==> src/common/issue_pkg.sv <==
`default_nettype none

package issue_pkg;

   localparam int PRF_AW   = 5;              // 32 physical registers
   localparam int PRF_N    = 1 << PRF_AW;
   localparam int ROB_AW   = 4;              // ROB entry id
   localparam int DW       = 32;             // Immediate width
   localparam int PC_W     = 30;             // Word address
   localparam int RS_DEPTH = 4;              // Station entries
   localparam int ALU_OPW  = 4;

   // Branch unit opcodes
   typedef enum logic [3:0]
   {
      BRU_NONE   = 4'd0,
      BRU_BEQ    = 4'd1,
      BRU_BNE    = 4'd2,
      BRU_BGT    = 4'd3,
      BRU_BGTU   = 4'd4,
      BRU_BLE    = 4'd5,
      BRU_BLEU   = 4'd6,
      BRU_JMPREL = 4'd7,                     // PC relative jump
      BRU_JMPREG = 4'd8                      // Register indirect jump
   } bru_op_t;

   // One renamed micro-op as it travels through issue
   typedef struct packed
   {
      logic [ALU_OPW-1:0] alu_op;
      bru_op_t            bru_op;
      logic [PC_W-1:0]    pc;
      logic [DW-1:0]      imm;
      logic [PRF_AW-1:0]  prs1;              // Physical source 1
      logic               prs1_re;           // Source 1 is read
      logic [PRF_AW-1:0]  prs2;
      logic               prs2_re;
      logic [PRF_AW-1:0]  prd;               // Physical destination
      logic               prd_we;
      logic [ROB_AW-1:0]  rob_id;            // Filled in at dispatch
   } uop_t;

endpackage

`default_nettype wire
==> src/common/uop_if.sv <==
`timescale 1ns/10ps
`default_nettype none

// Micro-op link with valid/ready flow control
interface uop_if;

   logic            valid;                  // Producer has a micro-op
   logic            ready;                  // Consumer takes it this cycle
   issue_pkg::uop_t uop;                    // Held while stalled

   modport source
   (
      output valid,
      output uop,
      input  ready
   );

   modport sink
   (
      input  valid,
      input  uop,
      output ready
   );

endinterface

`default_nettype wire

==> src/verilog/issue_top.sv <==
`timescale 1ns/10ps
`default_nettype none

module issue_top
(
   input  logic                         clk,
   input  logic                         rst_n,
   input  logic                         flush,
   input  logic                         in_valid,
   input  logic [issue_pkg::ALU_OPW-1:0] in_alu_op,
   input  issue_pkg::bru_op_t           in_bru_op,
   input  logic [issue_pkg::PC_W-1:0]   in_pc,
   input  logic [issue_pkg::DW-1:0]     in_imm,
   input  logic [issue_pkg::PRF_AW-1:0] in_prs1,
   input  logic                         in_prs1_re,
   input  logic [issue_pkg::PRF_AW-1:0] in_prs2,
   input  logic                         in_prs2_re,
   input  logic [issue_pkg::PRF_AW-1:0] in_prd,
   input  logic                         in_prd_we,
   output logic                         in_ready,
   input  logic                         rob_ready,
   input  logic [issue_pkg::ROB_AW-1:0] rob_free_id,
   output logic                         rob_push,
   output logic [issue_pkg::PC_W-1:0]   rob_push_pc,
   output logic [issue_pkg::PRF_AW-1:0] rob_push_prd,
   output logic                         rob_push_prd_we,
   output logic                         rob_push_is_bcc,
   output logic                         rob_push_is_brel,
   output logic                         rob_push_is_breg,
   input  logic                         wb_valid,
   input  logic [issue_pkg::PRF_AW-1:0] wb_prd,
   input  logic                         ro_ready,
   output logic                         ro_valid,
   output logic [issue_pkg::ALU_OPW-1:0] ro_alu_op,
   output issue_pkg::bru_op_t           ro_bru_op,
   output logic [issue_pkg::PC_W-1:0]   ro_pc,
   output logic [issue_pkg::DW-1:0]     ro_imm,
   output logic [issue_pkg::PRF_AW-1:0] ro_prs1,
   output logic                         ro_prs1_re,
   output logic [issue_pkg::PRF_AW-1:0] ro_prs2,
   output logic                         ro_prs2_re,
   output logic [issue_pkg::PRF_AW-1:0] ro_prd,
   output logic                         ro_prd_we,
   output logic [issue_pkg::ROB_AW-1:0] ro_rob_id
);

   issue_pkg::uop_t               in_uop;
   issue_pkg::uop_t               ro_uop;
   logic                          set_valid;
   logic [issue_pkg::PRF_AW-1:0]  set_prd;
   logic [issue_pkg::PRF_N-1:0]   busy;

   uop_if disp_rs ();                       // Dispatch register to station

   // ROB id comes from the ROB at dispatch
   assign in_uop = '{alu_op: in_alu_op, bru_op: in_bru_op, pc: in_pc, imm: in_imm,
                     prs1: in_prs1, prs1_re: in_prs1_re, prs2: in_prs2,
                     prs2_re: in_prs2_re, prd: in_prd, prd_we: in_prd_we,
                     rob_id: '0};

   issue_dispatch u_dispatch
   (
      .clk              (clk),
      .rst_n            (rst_n),
      .flush            (flush),
      .in_valid         (in_valid),
      .in_uop           (in_uop),
      .in_ready         (in_ready),
      .rob_ready        (rob_ready),
      .rob_free_id      (rob_free_id),
      .rob_push         (rob_push),
      .rob_push_pc      (rob_push_pc),
      .rob_push_prd     (rob_push_prd),
      .rob_push_prd_we  (rob_push_prd_we),
      .rob_push_is_bcc  (rob_push_is_bcc),
      .rob_push_is_brel (rob_push_is_brel),
      .rob_push_is_breg (rob_push_is_breg),
      .set_valid        (set_valid),
      .set_prd          (set_prd),
      .disp_rs          (disp_rs.source)
   );

   busy_table u_busy
   (
      .clk       (clk),
      .rst_n     (rst_n),
      .flush     (flush),
      .set_valid (set_valid),
      .set_prd   (set_prd),
      .wb_valid  (wb_valid),
      .wb_prd    (wb_prd),
      .busy      (busy)
   );

   issue_rs #(.DEPTH(issue_pkg::RS_DEPTH)) u_rs
   (
      .clk      (clk),
      .rst_n    (rst_n),
      .flush    (flush),
      .busy     (busy),
      .disp_rs  (disp_rs.sink),
      .ro_ready (ro_ready),
      .ro_valid (ro_valid),
      .ro_uop   (ro_uop)
   );

   assign ro_alu_op  = ro_uop.alu_op;       // Flatten toward register read
   assign ro_bru_op  = ro_uop.bru_op;
   assign ro_pc      = ro_uop.pc;
   assign ro_imm     = ro_uop.imm;
   assign ro_prs1    = ro_uop.prs1;
   assign ro_prs1_re = ro_uop.prs1_re;
   assign ro_prs2    = ro_uop.prs2;
   assign ro_prs2_re = ro_uop.prs2_re;
   assign ro_prd     = ro_uop.prd;
   assign ro_prd_we  = ro_uop.prd_we;
   assign ro_rob_id  = ro_uop.rob_id;

endmodule

`default_nettype wire

==> src/issue_rs/issue_rs.sv <==
`timescale 1ns/10ps
`default_nettype none

module issue_rs
#(
   parameter int DEPTH = issue_pkg::RS_DEPTH
)
(
   input  logic                       clk,
   input  logic                       rst_n,
   input  logic                       flush,
   input  logic [issue_pkg::PRF_N-1:0] busy,
   uop_if.sink                        disp_rs,
   input  logic                       ro_ready,
   output logic                       ro_valid,
   output issue_pkg::uop_t            ro_uop
);

   logic [DEPTH-1:0] ent_v;                 // Compact, slot 0 oldest
   issue_pkg::uop_t  ent_uop [DEPTH];
   logic [DEPTH-1:0] nxt_v;
   issue_pkg::uop_t  nxt_uop [DEPTH];
   logic [DEPTH-1:0] cand;                  // Valid and operands ready
   logic [DEPTH-1:0] sel_oh;                // Oldest candidate
   logic [DEPTH-1:0] shift;                 // Slot at or above the leaver
   issue_pkg::uop_t  sel_uop;
   logic             out_free;
   logic             issue;
   logic             push;

   // Source ready check against the busy vector
   always_comb
   begin
      for (int i = 0; i < DEPTH; i++)
      begin
         cand[i] = ent_v[i]
                   & (~ent_uop[i].prs1_re | ~busy[ent_uop[i].prs1])
                   & (~ent_uop[i].prs2_re | ~busy[ent_uop[i].prs2]);
      end
   end

   // Lowest slot wins
   always_comb
   begin
      logic seen;
      seen    = 1'b0;
      sel_uop = ent_uop[0];
      for (int i = 0; i < DEPTH; i++)
      begin
         sel_oh[i] = cand[i] & ~seen;
         if (sel_oh[i])
            sel_uop = ent_uop[i];
         seen     = seen | cand[i];
         shift[i] = seen;                    // Prefix OR
      end
   end

   assign out_free = ~ro_valid | ro_ready;  // Output empty or popping
   assign issue    = (|cand) & out_free;

   // Free slot or one leaving
   assign disp_rs.ready = ~ent_v[DEPTH-1] | issue;
   assign push          = disp_rs.valid & disp_rs.ready;

   always_comb
   begin
      logic placed;
      placed  = 1'b0;
      nxt_v   = ent_v;
      nxt_uop = ent_uop;
      if (issue)
      begin
         for (int i = 0; i < DEPTH-1; i++)
         begin
            if (shift[i])
            begin
               nxt_v[i]   = ent_v[i+1];      // Collapse down
               nxt_uop[i] = ent_uop[i+1];
            end
         end
         nxt_v[DEPTH-1] = 1'b0;             // Top always frees
      end
      for (int i = 0; i < DEPTH; i++)
      begin
         if (push && !placed && !nxt_v[i])
         begin
            nxt_v[i]   = 1'b1;               // Youngest behind the rest
            nxt_uop[i] = disp_rs.uop;
            placed     = 1'b1;
         end
      end
   end

   always_ff @(posedge clk)
   begin
      if (!rst_n || flush)
         ent_v <= '0;
      else
         ent_v <= nxt_v;
   end

   always_ff @(posedge clk)
   begin
      ent_uop <= nxt_uop;
   end

   // Register read output stage
   always_ff @(posedge clk)
   begin
      if (!rst_n || flush)
         ro_valid <= 1'b0;
      else if (issue)
         ro_valid <= 1'b1;
      else if (ro_ready)
         ro_valid <= 1'b0;                  // Popped with nothing behind
   end

   always_ff @(posedge clk)
   begin
      if (issue)
         ro_uop <= sel_uop;
   end

   a_ro_hold: assert property (@(posedge clk) disable iff (!rst_n || flush)
      ro_valid && !ro_ready && !flush |=> ro_valid && $stable(ro_uop));

   // Whatever reaches ro had no busy source when it left
   a_src_ready: assert property (@(posedge clk) disable iff (!rst_n || flush)
      issue && !flush |=> ro_valid
         && (!ro_uop.prs1_re || !$past(busy[sel_uop.prs1]))
         && (!ro_uop.prs2_re || !$past(busy[sel_uop.prs2])));

endmodule

`default_nettype wire

==> src/verilog/busy_table.sv <==
`timescale 1ns/10ps
`default_nettype none

module busy_table
(
   input  logic                        clk,
   input  logic                        rst_n,
   input  logic                        flush,
   input  logic                        set_valid,
   input  logic [issue_pkg::PRF_AW-1:0] set_prd,
   input  logic                        wb_valid,
   input  logic [issue_pkg::PRF_AW-1:0] wb_prd,
   output logic [issue_pkg::PRF_N-1:0] busy
);

   // One bit per physical register
   always_ff @(posedge clk)
   begin
      if (!rst_n || flush)
         busy <= '0;                        // Nothing in flight
      else
      begin
         if (wb_valid)
            busy[wb_prd] <= 1'b0;           // Result written
         if (set_valid)
            busy[set_prd] <= 1'b1;          // New producer
      end
   end

   // Dispatch never renames onto a register still waiting for writeback
   a_set_clr: assert property (@(posedge clk) disable iff (!rst_n)
      !(set_valid && wb_valid && set_prd == wb_prd));

endmodule

`default_nettype wire

==> src/verilog/issue_dispatch.sv <==
`timescale 1ns/10ps
`default_nettype none

module issue_dispatch
(
   input  logic                        clk,
   input  logic                        rst_n,
   input  logic                        flush,
   input  logic                        in_valid,
   input  issue_pkg::uop_t             in_uop,
   output logic                        in_ready,
   input  logic                        rob_ready,
   input  logic [issue_pkg::ROB_AW-1:0] rob_free_id,
   output logic                        rob_push,
   output logic [issue_pkg::PC_W-1:0]  rob_push_pc,
   output logic [issue_pkg::PRF_AW-1:0] rob_push_prd,
   output logic                        rob_push_prd_we,
   output logic                        rob_push_is_bcc,
   output logic                        rob_push_is_brel,
   output logic                        rob_push_is_breg,
   output logic                        set_valid,
   output logic [issue_pkg::PRF_AW-1:0] set_prd,
   uop_if.source                       disp_rs
);

   logic            d_valid;                // Dispatch register occupied
   issue_pkg::uop_t d_uop;
   issue_pkg::uop_t acc_uop;                // Input with ROB id merged
   logic            settle_q;               // First cycle after reset or flush
   logic            accept;

   // Room in ROB and the register empties or drains this cycle
   assign in_ready = rob_ready & ~settle_q & (~d_valid | disp_rs.ready);
   assign accept   = in_valid & in_ready;

   always_comb
   begin
      acc_uop        = in_uop;
      acc_uop.rob_id = rob_free_id;          // ROB slot granted now
   end

   // ROB push side dropped on flush
   assign rob_push        = accept & ~flush;
   assign rob_push_pc     = in_uop.pc;
   assign rob_push_prd    = in_uop.prd;
   assign rob_push_prd_we = in_uop.prd_we;

   always_comb
   begin
      rob_push_is_bcc  = 1'b0;
      rob_push_is_brel = 1'b0;
      rob_push_is_breg = 1'b0;
      case (in_uop.bru_op)
         issue_pkg::BRU_BEQ,
         issue_pkg::BRU_BNE,
         issue_pkg::BRU_BGT,
         issue_pkg::BRU_BGTU,
         issue_pkg::BRU_BLE,
         issue_pkg::BRU_BLEU:   rob_push_is_bcc  = 1'b1;  // Conditional
         issue_pkg::BRU_JMPREL: rob_push_is_brel = 1'b1;
         issue_pkg::BRU_JMPREG: rob_push_is_breg = 1'b1;
         default:               ;                         // Not a branch
      endcase
   end

   assign set_valid = rob_push & in_uop.prd_we;           // Destination pending
   assign set_prd   = in_uop.prd;

   always_ff @(posedge clk)
   begin
      if (!rst_n || flush)
      begin
         d_valid  <= 1'b0;
         settle_q <= 1'b1;
      end
      else
      begin
         d_valid  <= accept | (d_valid & ~disp_rs.ready);
         settle_q <= 1'b0;
      end
   end

   always_ff @(posedge clk)
   begin
      if (accept)
         d_uop <= acc_uop;                  // Payload only
   end

   assign disp_rs.valid = d_valid;
   assign disp_rs.uop   = d_uop;

   a_push_room: assert property (@(posedge clk) disable iff (!rst_n)
      rob_push |-> rob_ready);

endmodule

`default_nettype wire

==> config.mk <==
export PLATFORM = sky130hd
export DESIGN_NAME = issue_top
export DESIGN_NICKNAME = d
export VERILOG_FILES = /design/src/common/issue_pkg.sv /design/src/common/uop_if.sv /design/src/verilog/issue_top.sv /design/src/issue_rs/issue_rs.sv /design/src/verilog/busy_table.sv /design/src/verilog/issue_dispatch.sv
export SDC_FILE = /design/constraint.sdc
export NUM_CORES = 1
export LEC_CHECK = 0
export BUFFER_PORTS_ARGS = -buffer_cell sky130_fd_sc_hd__buf_4
export CAP_MARGIN = 10
export CORE_MARGIN = 3
export CORE_UTILIZATION = 36
export CTS_BUF_LIST = sky130_fd_sc_hd__clkbuf_4 sky130_fd_sc_hd__clkbuf_8
export DETAILED_ROUTE_END_ITERATION = 7
export PLACE_DENSITY_LB_ADDON = 0.05
export SLEW_MARGIN = 15
export SYNTH_ARGS = -nofsm -noshare
export SYNTH_HDL_FRONTEND = slang
export SYNTH_SLANG_ARGS = --single-unit
==> constraint.sdc <==
create_clock -name clk -period 10.9 [get_ports clk]
set_clock_uncertainty 0.1 [all_clocks]
set_input_delay 0.545 -clock clk [delete_from_list [all_inputs] [get_ports clk]]
set_output_delay 0.545 -clock clk [all_outputs]
set_load 0.02 [all_outputs]
==> results.yml, run 1 <==
sta:
  max_freq_mhz: 168
  final-hold-violation-count: 0
  slew_headroom_pct: 28.5
  timing.final.crit_share_pct: 54.8
  finalSetupTns_ps: 0
  setup_viol_count_final: 0
  fin_crit_ps: 5970
  worst_pin_slew_ps: 1070
  rsz0062_at_grt: "false"
  slew_violations: 0
setup_path:
  slowest_stage: "and2_4"
  cp.arrival_ps: 5330
  critPathLaunchType: "flip-flop"
  critPathRequiredTime_ps: 10260
  r2r_cells: 9
  cp_max_fo: 50
  max_stage_delay_ps: 820
  end_kind: "primary output"
  crit_chain: "mux4_2 > mux2_2 > or3_1 > a41oi_1 > a2111oi_2 > o211ai_1 > and2_4 > nor2b_1 > buf_4"
  crit_type: "flip-flop to primary output"
power:
  power_frac_seq_pct: 54.4
  clockPowerShare_pct: 43.0
  p_comb_share_pct: 2.6
  swShare_pct: 21.3
  leakage_uw: 0.0114
  p_per_area_nw_per_um2: 141
  peakVddDrop_uv: 78.7
  p_int_uw: 3580
  p_switching_uw: 969
synthesis:
  synth_compound_area_share_pct: 4.23
  postSynthCellCount: 1647
  yosys.area_share.simple_pct: 2.76
  synth_seq_cells: 591
  synth_mux_area_share_pct: 25.7
  synth_fp_nets: 1751
  synth.area.top_cells: "edfxtp_1, mux2_2, mux4_2"
  synthDistinctLibCells: 50
  synth_xor_area_share_pct: 0
  synth_top_family_by_area: "multiplexers"
  ys_warn_count: 0
  async_flop_share_pct: 0
  syn_area_um2: 27000
  post_synth.cell_area_avg_um2: 16.4
  synthAdderAreaFrac_pct: 0
  synth_top_cell_area_share_pct: 61.4
  ys_seq_area_share_pct: 64.3
  synth_edf_count: 552
  post-synth-top-count-cell: "edfxtp_1"
  synthFlopType: "edfxtp_1"
  synth_commonest_cells: "edfxtp_1, mux2_2, o21ai_0"
  yosys.area.top_type: "edfxtp_1"
place:
  io_buffers: 237
  place_congestion: 0.801
  post-place-cells: 2729
  post-dp-hpwl_mm: 41.8
floorplan:
  die_h_um: 280
  die_x_um: 280
  core_um2: 73600
  initial_core_util_pct: 36.7
  rows: 99
  die_area_um2: 78300
  pin_count: 238
layout:
  nets: 2071
  instances_no_fill: 3005
  drive_gt1_share_pct: 40.0
  post-route-util_pct: 43.9
  syn2layout_area_growth_pct: 19.7
flow_run:
  max_cap_viol_count: 0
cts:
  clkSinkCount: 591
  ctsHtreeMaxLevel: 3
  tritoncts: "done"
  clk_pin_slew_ps: 60
  numCtsBuffers: 105
  cts_root_buf: "clkbuf_8"
  clock_latency_ps: 690
  cts_buffer_depth: 3
routing:
  wire_per_inst_um: 24.2
  finalWirelength_mm: 72.9
  ant_nets: 0
  vias_per_cell: 5.24
  drc: 0
  first_pass_iters: 5
  drt_iter0_drc: 971
  num_vias: 15749
grt:
  antenna_found_initial: 1
  grt_pass1_vias: 17044
  grt-ovfl-total: 0
  grt_pass1_wl_mm: 109
  grt_max_degree: 93
  grtUsageTotal_pct: 18.5
hold_path:
  hold_class: "input port to flip-flop"
  min_path_cells: 1
status:
  status: "finished clean"
## placed cells by master, fill, tap and decap left out, types with 8 or more instances in the layout
cell	instances
edfxtp_1	552
mux2_2	315
buf_4	257
o21ai_0	127
mux2i_1	109
clkbuf_8	108
nand2_1	102
dlygate4sd3_1	90
mux2_1	69
mux4_2	68
dfxtp_1	39
o211ai_1	34
clkbuf_4	34
clkinv_1	30
clkinv_2	10
nor2_1	9
inv_1	8
## worst max-delay path, delay by kind of cell (launching register included)
family                 cells  cell delay (ps)
AO/OA/AOI/OAI              3             1700
multiplexers               2              680
buffers and inverters      1              150
AND/OR/NAND/NOR            3             1350
flip-flops                 1              760
## power by group through the flow
stage          logic, uW  registers [uW]  clock network (uW)
2_1_floorplan       41.9            2520                   0
3_3_place_gp        92.4            2520                   0
3_5_place_dp        93.2            2520                   0
4_1_cts              120            2480                2040
5_1_grt              127            2480                2140
6_report             119            2480                1960
## layer usage
metal	share of wire (%)	track usage, %	vias up
met5	0	0	-
met4	3.1	6.06	0
met3	5.0	4.00	145
met2	48	30.7	461
met1	44	24.3	8024
li1	-	-	7119
## metrics by stage
stage                     hold WS, ps  cell area (um^2)  worst slack [ps]  total power (uW)
after floorplan                   356             27000              1550              2560
after global placement            386             29400              5200              2610
after detailed placement          381             29400              5130              2620
after CTS                        7.80             32300              4890              4640
after global routing             16.3             32300              4640              4740
final                            82.6             32300              4930              4550
## state kept, by name, summed over array words and instances (netlist names)
name	count
u_busy.busy	32
u_dispatch.disp_rs.uop	92
u_dispatch.disp_rs.valid	1
u_dispatch.settle_q	1
u_rs.ent_uop	368
u_rs.ent_v	4
u_rs.ro_uop	92
u_rs.ro_valid	1
## final cells by class
class,count,area [um^2]
fillers,6665,41300
clock inverters,43,213
flip-flops and latches,591,17400
multi-input cells,912,8920
well taps,959,1200
clock buffers,142,1740
diodes,1,2.50
repair buffers,347,2830
inverters,10,40.0
## kinds of logic after synthesis
kind of cell / Yosys count
flops: 591
mux: 561
compound gates: 191
simple gates: 160
buf+inv: 144
## timing repair
action                    in CTS  in global routing
buffers inserted               0                  0
gates resized for setup        0                  0
hold buffers                  90                  0
hold endpoints to repair      90                  0
## final timing paths
path	slack, ps	to	from
worst max-delay path	4930	rob_push	u_rs.ent_uop[203]$_DFFE_PP_
worst min-delay path	80	u_dispatch.disp_rs.uop[6]$_DFFE_PN_	in_prd[1]
worst max register to register	5210	u_rs.ent_uop[141]$_DFFE_PP_	u_rs.ent_uop[203]$_DFFE_PP_
worst min register to register	400	u_rs.ent_uop[1]$_DFFE_PP_	u_dispatch.disp_rs.uop[1]$_DFFE_PN_
Power figures use the tool's default switching activity.
==> inputs of run 2 (changes only) <==
ABC_AREA = 1   (was not set)
clock period = 5.4 ns   (was 10.9 ns; I/O delays follow)
==> results.yml, run 2 <==
status:
  status: "finished clean"
floorplan:
  core_um2: 76100
  rows: 101
  die_area_um2: 80300
  pin_count: 238
  initial_core_util_pct: 36.4
  die_h_um: 283
  die_x_um: 283
sta:
  final-hold-violation-count: 0
  rsz0062_at_grt: "false"
  fin_crit_ps: 4570
  setup_viol_count_final: 0
  finalSetupTns_ps: 0
  whs_ps: 170
  max_freq_mhz: 219
  fin_ws_ps: 831
  slew_violations: 0
  worst_pin_slew_ps: 1050
  timing.final.crit_share_pct: 84.6
  slew_headroom_pct: 29.4
setup_path:
  critPathRequiredTime_ps: 5030
  end_kind: "primary output"
  cp_max_fo: 19
  crit_chain: "inv_4 > nand2_1 > nand3_1 > nand3_1 > nand2_1 > nand2_1 > nand3_1 > nand3_1 > nand3_1 > nand2_1 > o21ai_4 > nand3_1 > nand3_1 > nor2_2 > buf_4"
  critPathLaunchType: "flip-flop"
  r2r_cells: 18
  cp.arrival_ps: 4200
  reg2reg_slack_ps: 850
  worstSetupPathDepth: 15
  cpMostUsedCell: "nand3_1"
  max_stage_delay_ps: 850
  slowest_stage: "edfxtp_1"
  path_delay_family: "simple AND/OR/NAND/NOR gates"
  crit_type: "flip-flop to primary output"
  path_buf_inv: 2
synthesis:
  syn_area_um2: 27700
  synth_fp_nets: 2908
  ys_warn_count: 0
  synth_edf_count: 552
  post-synth-top-count-cell: "nand2_1"
  synth_commonest_cells: "nand2_1, edfxtp_1, nand3_1"
  postSynthCellCount: 2804
  synth_top_cell_area_share_pct: 59.8
  ys_seq_area_share_pct: 62.6
  synthFlopType: "edfxtp_1"
  yosys.area.top_type: "edfxtp_1"
  synth_seq_cells: 591
  synth.area.top_cells: "edfxtp_1, nand2_1, nand3_1"
  post_synth.cell_area_avg_um2: 9.88
  synthDistinctLibCells: 30
  async_flop_share_pct: 0
cts:
  numCtsBuffers: 103
  cts_root_buf: "clkbuf_8"
  post_cts_buffers: 0
  clock_latency_ps: 700
  cts_buffer_depth: 3
  clk_pin_slew_ps: 50
  ctsHtreeMaxLevel: 3
  clkSinkCount: 591
  tritoncts: "done"
routing:
  drc: 0
  first_pass_iters: 5
  num_vias: 21057
  ant_nets: 0
  vias_per_cell: 5.06
  drt_iter0_drc: 1725
  finalWirelength_mm: 85.4
  wire_per_inst_um: 20.5
layout:
  multiInputGateArea_um2: 8420
  drive_gt1_share_pct: 16.8
  instances_no_fill: 4163
  final_common_cell: "nand2_1"
  top_register: "u_rs.ent_uop"
  seq_area_um2: 17400
  syn2layout_area_growth_pct: 18.7
  most-common-layout-cells: "nand2_1, edfxtp_1, nand3_1, o21ai_0, buf_4"
  largest_reg_flops: 368
  fill_cells: 7459
  nets: 3150
power:
  peakVddDrop_uv: 175
  p_per_area_nw_per_um2: 286
  total_power_uw: 9400
  leakage_uw: 0.0126
hold_path:
  hold_class: "input port to flip-flop"
  min_path_cells: 5
grt:
  grt_max_degree: 185
  grtUsageTotal_pct: 21.0
  antenna_found_initial: 4
  grt_pass1_wl_mm: 130
  grt-ovfl-total: 0
  grt_pass1_vias: 21266
place:
  place_congestion: 0.846
  place_ws_ps: 1090
  io_buffers: 237
  post-place-cells: 3869
  post-dp-hpwl_mm: 49.9
flow_run:
  max_cap_viol_count: 0
## run 2: cell types whose count changed in the layout (fill, tap and decap cells not counted), moves of 129 or more
cell | previous run | this run
inv_1 | 8 | 137
o21ai_0 | 127 | 275
nand2_1 | 102 | 864
mux2_2 | 315 | 0
nand3_1 | 7 | 350
o21ai_1 | 1 | 156
## run 2: repair_timing
action	CTS	global route
setup endpoints to repair	0	0
endpoints found under the hold margin	126	0
hold buffers	102	0
gates resized for setup	0	0
## run 2: kinds of logic (layout without fill, tap and decap cells)
kind of cell	count (synthesis)	in the layout	share of synthesized area [%]
AOI/OAI and AO/OA	554	554	11.0
buffers and inverters	385	711	7.18
DFF	591	591	62.6
other	0	3	0
and+or+nand+nor	1274	1274	19.2
## run 2: worst paths after layout
check | start | to
worst max-delay path | u_rs.ent_uop[17]$_DFFE_PP_ | rob_push
worst min-delay path | rst_n | u_dispatch.settle_q$_DFF_P_
worst max register to register | u_rs.ent_uop[17]$_DFFE_PP_ | u_busy.busy[6]$_SDFF_PP0_
worst min register to register | u_dispatch.disp_rs.uop[85]$_DFFE_PN_ | u_rs.ent_uop[85]$_DFFE_PP_
## run 2: worst register-to-register path: cells and delay by family, from the launching register on
kind                   cells  cell delay, ps
buffers and inverters      3            1160
flip-flops                 1             850
AO/OA/AOI/OAI              2             240
AND/OR/NAND/NOR           13            2140
## run 2: cell type report
cell class / instances / share of cell area (%)
repair buffers: 366 / 9.58
flip-flops and latches: 591 / 52.8
diodes: 3 / 0.0228
clock inverters: 39 / 0.761
multi-input cells: 1828 / 25.6
clock buffers: 150 / 5.48
inverters: 156 / 1.89
well taps: 1030 / 3.92
## run 2: stage by stage
stage / area (um^2) / util [%]
3_5_place_dp: 29800 / 39.2
5_1_grt: 32900 / 43.2
4_1_cts: 32900 / 43.2
2_1_floorplan: 27700 / -
6_report: 32900 / 43.2
3_3_place_gp: 29800 / 39.2
## run 2: routing by layer
metal  GRT usage, %  up-vias  wire [um]
met3           3.26      155       4610
met4           6.71        0       2500
met5              0        -          0
met1           28.1    10096      38000
li1               -    10147          -
met2           35.0      659      40300
## run 2: report_power, final
group          leakage (uW)  total, uW  switching [uW]  internal (uW)
Combinational       0.00618        287             150            137
Clock               0.00110       4110            1870           2240
Sequential          0.00529       5000            15.0           4980
